--- src/logic/corep.sv ---
//--------------------------------------------------------------------------
// core front-end package
// PC word address type, control-flow event kind and its codes
//--------------------------------------------------------------------------

package corep;

    //----------------------------------------------------------------------
    // addresses
    //----------------------------------------------------------------------

    // 40-bit byte PC with the two low bits dropped
    typedef logic [37:0] PC38_t;

    //----------------------------------------------------------------------
    // control-flow events
    //----------------------------------------------------------------------

    // kind of decoded event seen by fetch
    typedef logic [1:0] cf_kind_t;

    // no call or return, stack untouched
    localparam cf_kind_t CF_NONE = 2'd0;

    // push link address
    localparam cf_kind_t CF_CALL = 2'd1;

    // pop top of stack
    localparam cf_kind_t CF_RET = 2'd2;

    // return then call, top entry replaced
    localparam cf_kind_t CF_CALL_RET = 2'd3;

endpackage

--- src/logic/distram_1rport_1wport.sv ---
//--------------------------------------------------------------------------
// distributed RAM array, one async read port and one clocked write port
//--------------------------------------------------------------------------

`timescale 1ns/1ps

module distram_1rport_1wport #(
    parameter int INNER_WIDTH = 38,
    parameter int OUTER_WIDTH = 8,
    localparam int INDEX_W = $clog2(OUTER_WIDTH)
) (
    input  logic                   CLK,

    // read port
    input  logic [INDEX_W-1:0]     rindex,
    output logic [INNER_WIDTH-1:0] rdata,

    // write port
    input  logic                   wen,
    input  logic [INDEX_W-1:0]     windex,
    input  logic [INNER_WIDTH-1:0] wdata
);

    logic [INNER_WIDTH-1:0] mem [OUTER_WIDTH];

    // read is combinational
    assign rdata = mem[rindex];

    always_ff @(posedge CLK) begin
        if (wen) begin
            mem[windex] <= wdata;
        end
    end

endmodule

--- src/logic/ras.sv ---
//--------------------------------------------------------------------------
// return address stack
// wrapping pointer, saturating count, restore from checkpoint snapshot
//--------------------------------------------------------------------------

`timescale 1ns/1ps

module ras #(
    parameter int RAS_ENTRIES = 8,
    localparam int RAS_IDX_W = $clog2(RAS_ENTRIES),
    localparam int RAS_CNT_W = RAS_IDX_W + 1
) (
    input  logic                 CLK,
    input  logic                 nRST,

    // push request
    input  logic                 link_valid,
    input  corep::PC38_t         link_pc38,

    // pop request and current top
    input  logic                 ret_valid,
    output logic                 ret_fallback,
    output corep::PC38_t         ret_pc38,
    output logic [RAS_IDX_W-1:0] ret_ras_index,
    output logic [RAS_CNT_W-1:0] ret_ras_count,

    // restore from checkpoint
    input  logic                 update_valid,
    input  logic [RAS_IDX_W-1:0] update_ras_index,
    input  logic [RAS_CNT_W-1:0] update_ras_count
);

    import corep::*;

    localparam logic [RAS_CNT_W-1:0] COUNT_MAX = RAS_CNT_W'(RAS_ENTRIES);

    //----------------------------------------------------------------------
    // pointer and count
    //----------------------------------------------------------------------

    logic [RAS_IDX_W-1:0] sp;
    logic [RAS_IDX_W-1:0] next_sp;
    logic [RAS_IDX_W-1:0] sp_inc;
    logic [RAS_IDX_W-1:0] sp_dec;

    logic [RAS_CNT_W-1:0] count;
    logic [RAS_CNT_W-1:0] next_count;
    logic [RAS_CNT_W-1:0] count_inc;
    logic [RAS_CNT_W-1:0] count_dec;

    // array write side
    logic                 wr_en;
    logic [RAS_IDX_W-1:0] wr_index;
    PC38_t                top_pc38;

    always_ff @(posedge CLK or negedge nRST) begin
        if (!nRST) begin
            sp    <= '0;
            count <= '0;
        end else begin
            sp    <= next_sp;
            count <= next_count;
        end
    end

    // index wraps, count stops at full depth
    assign sp_inc    = sp + 1'b1;
    assign sp_dec    = sp - 1'b1;
    assign count_inc = (count == COUNT_MAX) ? count : count + 1'b1;
    assign count_dec = count - 1'b1;

    // update first, then link with return, then link, then return
    always_comb begin
        next_sp    = sp;
        next_count = count;
        wr_en      = 1'b0;
        wr_index   = sp_inc;

        if (update_valid) begin
            next_sp    = update_ras_index;
            next_count = update_ras_count;
        end else if (link_valid && ret_valid) begin
            wr_en = 1'b1;
            if (ret_fallback) begin
                // empty stack, acts as a plain call
                next_sp    = sp_inc;
                next_count = count_inc;
            end else begin
                // replace top in place
                wr_index = sp;
            end
        end else if (link_valid) begin
            wr_en      = 1'b1;
            next_sp    = sp_inc;
            next_count = count_inc;
        end else if (ret_valid && !ret_fallback) begin
            next_sp    = sp_dec;
            next_count = count_dec;
        end
    end

    //----------------------------------------------------------------------
    // top of stack view
    //----------------------------------------------------------------------

    assign ret_fallback  = (count == '0);
    assign ret_pc38      = top_pc38;
    assign ret_ras_index = sp;
    assign ret_ras_count = count;

    distram_1rport_1wport #(
        .INNER_WIDTH($bits(PC38_t)),
        .OUTER_WIDTH(RAS_ENTRIES)
    ) ras_array_distram (
        .CLK   (CLK),
        .rindex(sp),
        .rdata (top_pc38),
        .wen   (wr_en),
        .windex(wr_index),
        .wdata (link_pc38)
    );

    // count can never run past the depth
    a_count_in_range: assert property (
        @(posedge CLK) disable iff (!nRST) count <= COUNT_MAX
    ) else $error("ras count %0d above depth", count);

    // fetch is stalled while a restore is in flight
    a_no_link_on_update: assert property (
        @(posedge CLK) disable iff (!nRST) !(update_valid && link_valid)
    ) else $error("ras link during update");

endmodule

--- src/logic/ras_checkpoint_queue.sv ---
//--------------------------------------------------------------------------
// checkpoint FIFO of stack snapshots
// pops on resolve, restores the stack and flushes on a mispredict
//--------------------------------------------------------------------------

`timescale 1ns/1ps

module ras_checkpoint_queue #(
    parameter int RAS_ENTRIES = 8,
    parameter int CKPT_DEPTH = 4,
    localparam int RAS_IDX_W = $clog2(RAS_ENTRIES),
    localparam int RAS_CNT_W = RAS_IDX_W + 1,
    localparam int PTR_W = $clog2(CKPT_DEPTH),
    localparam int OCC_W = PTR_W + 1
) (
    input  logic                 CLK,
    input  logic                 nRST,

    // snapshot before each event
    input  logic                 push_valid,
    input  logic [RAS_IDX_W-1:0] push_ras_index,
    input  logic [RAS_CNT_W-1:0] push_ras_count,
    output logic                 full,

    // in-order resolve from the back end
    input  logic                 resolve_valid,
    input  logic                 resolve_mispredict,

    // restore toward the stack
    output logic                 update_valid,
    output logic [RAS_IDX_W-1:0] update_ras_index,
    output logic [RAS_CNT_W-1:0] update_ras_count
);

    localparam logic [OCC_W-1:0] OCC_FULL = OCC_W'(CKPT_DEPTH);

    // snapshot storage
    logic [RAS_IDX_W-1:0] snap_index [CKPT_DEPTH];
    logic [RAS_CNT_W-1:0] snap_count [CKPT_DEPTH];

    logic [PTR_W-1:0] head;
    logic [PTR_W-1:0] tail;
    logic [OCC_W-1:0] occ;
    logic             empty;
    logic             do_push;
    logic             do_pop;

    assign full    = (occ == OCC_FULL);
    assign empty   = (occ == '0);
    assign do_push = push_valid && !full;
    assign do_pop  = resolve_valid && !empty;

    always_ff @(posedge CLK) begin
        if (do_push) begin
            snap_index[tail] <= push_ras_index;
            snap_count[tail] <= push_ras_count;
        end
    end

    always_ff @(posedge CLK or negedge nRST) begin
        if (!nRST) begin
            head <= '0;
            tail <= '0;
            occ  <= '0;
        end else if (update_valid) begin
            // younger checkpoints are stale after a restore
            head <= '0;
            tail <= '0;
            occ  <= '0;
        end else begin
            if (do_push) begin
                tail <= tail + 1'b1;
            end
            if (do_pop) begin
                head <= head + 1'b1;
            end
            occ <= occ + OCC_W'(do_push) - OCC_W'(do_pop);
        end
    end

    // oldest snapshot always on the outputs
    assign update_valid     = do_pop && resolve_mispredict;
    assign update_ras_index = snap_index[head];
    assign update_ras_count = snap_count[head];

    a_no_push_when_full: assert property (
        @(posedge CLK) disable iff (!nRST) full |-> !push_valid
    ) else $error("checkpoint push while full");

    a_no_resolve_when_empty: assert property (
        @(posedge CLK) disable iff (!nRST) empty |-> !resolve_valid
    ) else $error("resolve with no checkpoint in flight");

endmodule

--- src/logic/ret_predict_ctrl.sv ---
//--------------------------------------------------------------------------
// return prediction control
// fetch handshake, stack requests and next-PC select
//--------------------------------------------------------------------------

`timescale 1ns/1ps

module ret_predict_ctrl #(
    parameter int RAS_ENTRIES = 8,
    localparam int RAS_IDX_W = $clog2(RAS_ENTRIES),
    localparam int RAS_CNT_W = RAS_IDX_W + 1
) (
    // fetch event stream
    input  logic                 fetch_valid,
    input  corep::cf_kind_t      fetch_kind,
    input  corep::PC38_t         fetch_pc38,
    input  corep::PC38_t         fetch_target_pc38,
    output logic                 fetch_ready,

    // prediction
    output logic                 pred_valid,
    output corep::PC38_t         pred_pc38,

    // stack side
    output logic                 link_valid,
    output corep::PC38_t         link_pc38,
    output logic                 ret_valid,
    input  logic                 ret_fallback,
    input  corep::PC38_t         ret_pc38,
    input  logic [RAS_IDX_W-1:0] ret_ras_index,
    input  logic [RAS_CNT_W-1:0] ret_ras_count,

    // checkpoint side
    output logic                 ckpt_push,
    output logic [RAS_IDX_W-1:0] ckpt_ras_index,
    output logic [RAS_CNT_W-1:0] ckpt_ras_count,
    input  logic                 ckpt_full,
    input  logic                 update_valid
);

    import corep::*;

    logic accept;
    logic is_link;
    logic is_ret;

    // restore owns the stack this cycle
    assign fetch_ready = !ckpt_full && !update_valid;
    assign accept      = fetch_valid && fetch_ready;

    assign is_link = (fetch_kind == CF_CALL) || (fetch_kind == CF_CALL_RET);
    assign is_ret  = (fetch_kind == CF_RET) || (fetch_kind == CF_CALL_RET);

    assign link_valid = accept && is_link;
    assign ret_valid  = accept && is_ret;
    assign link_pc38  = fetch_pc38 + PC38_t'(1);

    // top of stack only when there is one
    assign pred_valid = accept && (fetch_kind != CF_NONE);
    assign pred_pc38  = (is_ret && !ret_fallback) ? ret_pc38 : fetch_target_pc38;

    // snapshot is the state before this event
    assign ckpt_push      = pred_valid;
    assign ckpt_ras_index = ret_ras_index;
    assign ckpt_ras_count = ret_ras_count;

endmodule

--- src/logic/ras_frontend_top.sv ---
//--------------------------------------------------------------------------
// return address prediction front end top level
//--------------------------------------------------------------------------

`timescale 1ns/1ps

module ras_frontend_top #(
    parameter int RAS_ENTRIES = 8,
    parameter int CKPT_DEPTH = 4
) (
    input  logic            CLK,
    input  logic            nRST,

    // fetch events
    input  logic            fetch_valid,
    input  corep::cf_kind_t fetch_kind,
    input  corep::PC38_t    fetch_pc38,
    input  corep::PC38_t    fetch_target_pc38,
    output logic            fetch_ready,

    // prediction
    output logic            pred_valid,
    output corep::PC38_t    pred_pc38,

    // back-end resolve
    input  logic            resolve_valid,
    input  logic            resolve_mispredict
);

    import corep::*;

    localparam int RAS_IDX_W = $clog2(RAS_ENTRIES);
    localparam int RAS_CNT_W = RAS_IDX_W + 1;

    //----------------------------------------------------------------------
    // interconnect
    //----------------------------------------------------------------------

    logic                 link_valid;
    PC38_t                link_pc38;
    logic                 ret_valid;
    logic                 ret_fallback;
    PC38_t                ret_pc38;
    logic [RAS_IDX_W-1:0] ret_ras_index;
    logic [RAS_CNT_W-1:0] ret_ras_count;

    logic                 ckpt_push;
    logic [RAS_IDX_W-1:0] ckpt_ras_index;
    logic [RAS_CNT_W-1:0] ckpt_ras_count;
    logic                 ckpt_full;

    logic                 update_valid;
    logic [RAS_IDX_W-1:0] update_ras_index;
    logic [RAS_CNT_W-1:0] update_ras_count;

    ret_predict_ctrl #(
        .RAS_ENTRIES(RAS_ENTRIES)
    ) u_ret_predict_ctrl (
        .fetch_valid      (fetch_valid),
        .fetch_kind       (fetch_kind),
        .fetch_pc38       (fetch_pc38),
        .fetch_target_pc38(fetch_target_pc38),
        .fetch_ready      (fetch_ready),
        .pred_valid       (pred_valid),
        .pred_pc38        (pred_pc38),
        .link_valid       (link_valid),
        .link_pc38        (link_pc38),
        .ret_valid        (ret_valid),
        .ret_fallback     (ret_fallback),
        .ret_pc38         (ret_pc38),
        .ret_ras_index    (ret_ras_index),
        .ret_ras_count    (ret_ras_count),
        .ckpt_push        (ckpt_push),
        .ckpt_ras_index   (ckpt_ras_index),
        .ckpt_ras_count   (ckpt_ras_count),
        .ckpt_full        (ckpt_full),
        .update_valid     (update_valid)
    );

    ras #(
        .RAS_ENTRIES(RAS_ENTRIES)
    ) u_ras (
        .CLK             (CLK),
        .nRST            (nRST),
        .link_valid      (link_valid),
        .link_pc38       (link_pc38),
        .ret_valid       (ret_valid),
        .ret_fallback    (ret_fallback),
        .ret_pc38        (ret_pc38),
        .ret_ras_index   (ret_ras_index),
        .ret_ras_count   (ret_ras_count),
        .update_valid    (update_valid),
        .update_ras_index(update_ras_index),
        .update_ras_count(update_ras_count)
    );

    ras_checkpoint_queue #(
        .RAS_ENTRIES(RAS_ENTRIES),
        .CKPT_DEPTH (CKPT_DEPTH)
    ) u_ras_checkpoint_queue (
        .CLK               (CLK),
        .nRST              (nRST),
        .push_valid        (ckpt_push),
        .push_ras_index    (ckpt_ras_index),
        .push_ras_count    (ckpt_ras_count),
        .full              (ckpt_full),
        .resolve_valid     (resolve_valid),
        .resolve_mispredict(resolve_mispredict),
        .update_valid      (update_valid),
        .update_ras_index  (update_ras_index),
        .update_ras_count  (update_ras_count)
    );

endmodule

--- config.mk ---
export PLATFORM = sky130hd
export DESIGN_NAME = ras_frontend_top
export DESIGN_NICKNAME = d
export VERILOG_FILES = /design/src/logic/corep.sv /design/src/logic/distram_1rport_1wport.sv /design/src/logic/ras.sv /design/src/logic/ras_checkpoint_queue.sv /design/src/logic/ret_predict_ctrl.sv /design/src/logic/ras_frontend_top.sv
export SDC_FILE = /design/constraint.sdc
export NUM_CORES = 1
export LEC_CHECK = 0
export BUFFER_PORTS_ARGS = -buffer_cell sky130_fd_sc_hd__buf_2
export CORE_ASPECT_RATIO = 0.9
export CORE_MARGIN = 1
export CORE_UTILIZATION = 60
export DETAILED_ROUTE_END_ITERATION = 10
export PLACE_DENSITY_LB_ADDON = 0.1
export SETUP_SLACK_MARGIN = 0.1
export SYNTH_ARGS = -nofsm -noshare
export SYNTH_HDL_FRONTEND = slang
export SYNTH_SLANG_ARGS = --single-unit
--- constraint.sdc ---
create_clock -name CLK -period 7.7 [get_ports CLK]
set_clock_uncertainty 0.15 [all_clocks]
set_input_delay 0.77 -clock CLK [delete_from_list [all_inputs] [get_ports CLK]]
set_output_delay 0.77 -clock CLK [all_outputs]
set_load 0.02 [all_outputs]
# Word level (Yosys, flattened, before mapping)
# Memory sizes are Yosys's and may differ from the RTL's.
# Index checks and enable logic that the tools add are counted.
# op_classes
n_addsub	9
mul	0
div	0
magnitude_cmp	0
n_eq_ne	6
n_shift	0
muxes	26
bitwise_logic	0
n_reduce_logical	24
# op_table
op	n
$add A38 B1 Y38 const B	1
$mux W38	1
$mux W3	8
$mux W4	6
$logic_and A1 B1 Y1	11
$mux W2	4
$mux W1	7
$reduce_bool A2 Y1	3
$add A2 B1 Y2 const B	2
$add A4 B1 Y4 const B	1
$eq A2 B2 Y1 const B	2
$eq A4 B4 Y1 const B	1
$logic_not A1 Y1	4
$logic_not A4 Y1	1
$reduce_bool A4 Y1	1
$sub A4 B1 Y4 const B	1
$add A3 B1 Y3	1
$add A3 B1 Y3 const B	1
$eq A3 B3 Y1 const B	1
$logic_not A3 Y1	1
$ne A3 B2 Y1 const B	1
$sub A3 B1 Y3	1
$sub A3 B1 Y3 const B	1
$eq A2 B1 Y1 const B	1
other kinds (2)	3
# totals
register_bits	14
latchBits	0
ram_bits	332
mem_bits_ro	0
in_bits	83
output_inout_bits	40
mem_count	3
# memory_table
name	words	width	read_ports	rd_clocked_by_memory_dff	write_ports	line_no	rtl
u_ras.ras_array_distram.mem	8	38	1	0	1	distram_1rport_1wport.sv:24	logic [INNER_WIDTH-1:0] mem [OUTER_WIDTH];
u_ras_checkpoint_queue.snap_count	4	4	1	0	1	ras_checkpoint_queue.sv:39	logic [RAS_CNT_W-1:0] snap_count [CKPT_DEPTH];
u_ras_checkpoint_queue.snap_index	4	3	1	0	1	ras_checkpoint_queue.sv:38	logic [RAS_IDX_W-1:0] snap_index [CKPT_DEPTH];

# Longest topological paths before layout
# depth
word_depth	13
depth_mapped	10

# Cells and area by module
# From an unflattened synthesis, not the netlist that was laid out.
# hier_totals
hier_cells	798
area_unflattened_um2	14935.6
# modules_own_cells
mod	instances	cells_each	area_each_um2	seq_area_each_um2
distram_1rport_1wport	1	452	11448.5	9128.8
ras_checkpoint_queue	1	88	1471.4	1016.0
ret_predict_ctrl	1	169	1326.3	0.0
ras	1	89	689.4	175.2

# Least setup slack after synthesis
# No wires, ideal clock.
# synth_path
path_type	in2reg
from	input port fetch_kind[0]
to	memory u_ras.ras_array_distram.mem[1][0] (enable)
arrival_ns	3.200
t_required_ns	7.117
setup_slack_ns	3.917
path_stages	6
cell_sequence	buf_2 > and4_4 > buf_6 > nand2_1 > a21o_1 > nor2_1
# synth_via
elab_chain_cells	8
word_cells_on_any_way	15
classes_between	3 x eq/ne; 7 x mux; 5 x reduce/logical
# synth_lines
item	line_no	rtl
start, declared	ras_frontend_top.sv:16	input corep::cf_kind_t fetch_kind,
$eq A2 B1 Y1 (tied with other cells)	ret_predict_ctrl.sv:51	assign is_link = (fetch_kind == CF_CALL) || (fetch_kind == CF_CALL_RET);
$logic_or A1 B1 Y1, on equally long branches	ret_predict_ctrl.sv:51, ret_predict_ctrl.sv:52	
$logic_and A1 B1 Y1, on equally long branches	ret_predict_ctrl.sv:54, ret_predict_ctrl.sv:55	
$mux W1 / $logic_and A1 B1 Y1 (equally long branches)	ras.sv:92, ras.sv:82	
$mux W1	ras.sv:82	end else if (link_valid && ret_valid) begin
$mux W1	ras.sv:79	if (update_valid) begin
$mux W1	distram_1rport_1wport.sv:30	if (wen) begin
$mux W1 (not written as such)	distram_1rport_1wport.sv:31	mem[windex] <= wdata;
end, declared	distram_1rport_1wport.sv:24	
# Several ways; a longest one is shown, not always the timed one.

# Worst setup path in the final report
# layout_path
from	register u_ras.sp[0] (netlist: u_ras.ret_ras_index[0])
to	output port pred_pc38[9]
# layout_via
elab_chain_cells	2
# layout_lines
item	line_no	rtl
start, declared	ras.sv:41	logic [RAS_IDX_W-1:0] sp;
start signal, assigned	ras.sv:61	sp <= next_sp;
$mem_v2 Z8 W38	--	
$mux W38	ret_predict_ctrl.sv:60	assign pred_pc38 = (is_ret && !ret_fallback) ? ret_pc38 : fetch_target_pc38;
end, declared	ras_frontend_top.sv:23	output corep::PC38_t pred_pc38,
# Every way passes these cells.

==> impl_metrics.csv <==
group,metric,value,unit
status,status,"finished, final reports clean",
die,die_h,150.6,um
yosys,seq_area_frac_synth,0.7006,
min_path,hp-class,"input pin to asynchronous set/reset pin",
route,postRouteAntennaNets,0,
route,dr_wl_met3,1.675,mm
clocking,cts_buffers,36,
route,vias,7836,
global_routing,grt_pass1_wl,45.15,mm
yosys,ys_types,59,
route,drt_iter0_drc,711,
finish,diodes,0,
setup_path,worst_r2r_endpoint,"u_ras.ras_array_distram.mem[3][31]",
sta,fin_crit,4.469,ns
yosys,async_reset_ff_frac,0.04046,
clocking,cts_max_level,2,
route,wl_met2,14.80,mm
clocking,cts-root-buf,"clkbuf_16",
power_and_ir_drop,power_leakage,0.005821,uW
route,firstDrtPassIters,5,
global_routing,antenna_found_initial,0,
yosys,synth_nets,907,
setup_path,arrival,3.55,ns
clocking,cts_resized,0,
sta,timing.final.crit_share,0.5803,
setup_path,worst_path_max_delay_cell,"dfrtp_4",
power_and_ir_drop,ir_worst_vdd,0.2059,mV
yosys,postSynthAreaPerCell,18.14,sq um
route,routedWlPerCell,23.07,um
setup_path,endpoint_kind,"output port",
setup_path,path_cells,"buf_4 > mux4_2 > mux2i_1 > o21ai_0 > buf_2",
setup_path,critPathMaxStageDelay,0.90,ns
route,dr.max_layer_used,"met4",
die,pin_count,123,
global_routing,grt_max_degree,83,
setup_path,worstSetupPathType,"flop to output port",
die,core,24190,sq um
die,dieArea,25180,sq um
clocking,hold_buffers,0,
clocking,cts_num_sinks,346,
sta,hold_viol,0,
yosys,ys_ff_latch,346,
yosys,synth-edff-count,332,
finish,drive_gt1_frac,0.3134,
clocking,post_cts_buffers,0,
sta,worst_pin_slew,0.9418,ns
place,place_congestion,0.7997,
finish,nets,1039,
place,dp_hpwl,17.38,mm
global_routing,gr-total-overflow,0,
route,wl,29.48,mm
power_and_ir_drop,pwr_density_cell,341.2,nW/um^2
sta,fmax,223.8,MHz
yosys,synth_warnings,0,
setup_path,r2r_start,"u_ras.ret_ras_count[0]",
clocking,cts_tree,"built",
clocking,cts_buffer_depth,3,
sta,setup_viol,0,
yosys,synth_flop_cell,"edfxtp_1",
setup_path,cp_max_fo,48,
route,vias_per_cell,6.131,
clocking,insertion_delay,0.50,ns
setup_path,cp-startpoint,"u_ras.ret_ras_index[0]",
sta,holdWs,0.02814,ns
route,drc_errors,0,
finish,final_cell_mix,"332 x edfxtp_1, 122 x buf_2, 83 x mux4_2",
sta,rsz0062_at_grt,"no",
die,start_util,0.6090,
route,drt-met1-wl,12.39,mm
finish,final_common_cell,"edfxtp_1",
sta,relSlewSlack,0.3722,
setup_path,rrSetupSlack,3.84,ns
yosys,syn-cell-area,14730,sq um
place,portBuffers,122,
global_routing,grt_pass1_vias,8028,
die,die_w,167.2,um
die,rows,54,
setup_path,r2r_cells,8,
clocking,clkSlewWorstSetupHoldPaths,0.06,ns
setup_path,critical_path.startpoint_type,"flop",
finish,area_growth_syn_to_layout,14.02,%
setup_path,critical_path_required,6.78,ns
sta,finalSetupTns,0,ns
global_routing,track_usage,0.2414,
job,cap_violations,0,
sta,slew_viol_final,0,
yosys,postSynthCellCount,812,
power_and_ir_drop,total_power,5732,uW
## cells in the mapped netlist (3+ instances only)
master    instances  area share
xor2_1            9      0.0054
ha_1             11      0.0093
buf_2            14      0.0048
a21oi_1           3      0.0010
mux4_2           83        0.13
buf_1             5      0.0013
and3_1           10      0.0042
and2_1            9      0.0038
clkbuf_1         11      0.0028
inv_1            12      0.0031
buf_6             3      0.0023
mux2i_1          40       0.027
nor2_1           26      0.0066
edfxtp_1        332        0.68
nand2_1          55       0.014
nor3_1            9      0.0031
nand4_1          11      0.0047
dfrtp_1          14       0.024
nand3_1          16      0.0054
buf_4             7      0.0036
o21ai_0          47       0.016
and4_1            6      0.0036
xnor2_1          34       0.020
## metrics by stage
step                  util  instance area (sq um)  worst slack, ns  cells
floorplan                -                  14730            3.917    812
global placement    0.6478                  15670            3.699   1214
detailed placement  0.6478                  15670            3.709   1214
CTS                 0.6944                  16800            3.168   1278
global route        0.6944                  16800            2.971   1278
finish              0.6944                  16800            3.231   1278
## sequential cells by signal, summed over array words and instances (netlist names), named ones only
signal                             flops
u_ras.ret_ras_index                    3
u_ras_checkpoint_queue.head            2
u_ras_checkpoint_queue.tail            2
u_ras.ret_ras_count                    3
u_ras_checkpoint_queue.snap_count     16
u_ras_checkpoint_queue.occ             3
u_ras.ras_array_distram.mem          304
u_ras_checkpoint_queue.snap_index     12
## layout make-up
cell class,count,area [sq um]
Multi-Input combinational cell,413,4205
Clock buffer,42,944.7
Sequential cell,346,10330
Inverter,13,48.80
Clock inverter,22,182.7
Timing Repair Buffer,134,700.7
Fill cell,1559,7392
Tap cell,308,385.4
## worst max-delay path, delay by kind of cell, from the launching register on
family	cells	cell delay, ns
AOI/OAI and AO/OA	1	0.12
muxes	2	0.90
DFF	1	0.90
buffers and inverters	2	1.04
## report_power, final
part           leakage (uW)  switching (uW)  internal (uW)
sequential          0.00316             194           2290
combinational       0.00210             853            734
clock              0.000561             676            979
total               0.00582            1720           4010
## per-layer routing
| metal | vias up | GRT usage |
|---|---|---|
| met5 | - | 0 |
| met4 | 0 | 0.07523 |
| met3 | 58 | 0.03575 |
| met2 | 273 | 0.4056 |
| met1 | 3993 | 0.3319 |
| li1 | 3512 | - |
## how the worst max path moves through the flow
stage / to / slack [ns] / cells after the start
after global placement: pred_pc38[14] / 3.70 / 5
after detailed placement: pred_pc38[14] / 3.71 / 5
after CTS: pred_pc38[16] / 3.17 / 5
after global routing: pred_pc38[0] / 2.97 / 5
final: pred_pc38[9] / 3.23 / 5
after floorplan: u_ras.ras_array_distram.mem[1][0] / 3.92 / 6
## kinds of logic (layout without fill, tap and decap cells)
family / count (synthesis) / after routing / synth area share
buffers and inverters: 53 / 211 / 0.01801
muxes: 124 / 124 / 0.1551
DFF: 346 / 346 / 0.7006
xor gates and xnor gates: 44 / 44 / 0.02667
and+or+nand+nor: 158 / 158 / 0.05631
AOI/OAI and AO/OA: 75 / 75 / 0.03262
adders and majority gates: 12 / 12 / 0.01070
No activity file was read; power rests on OpenSTA's default activity.
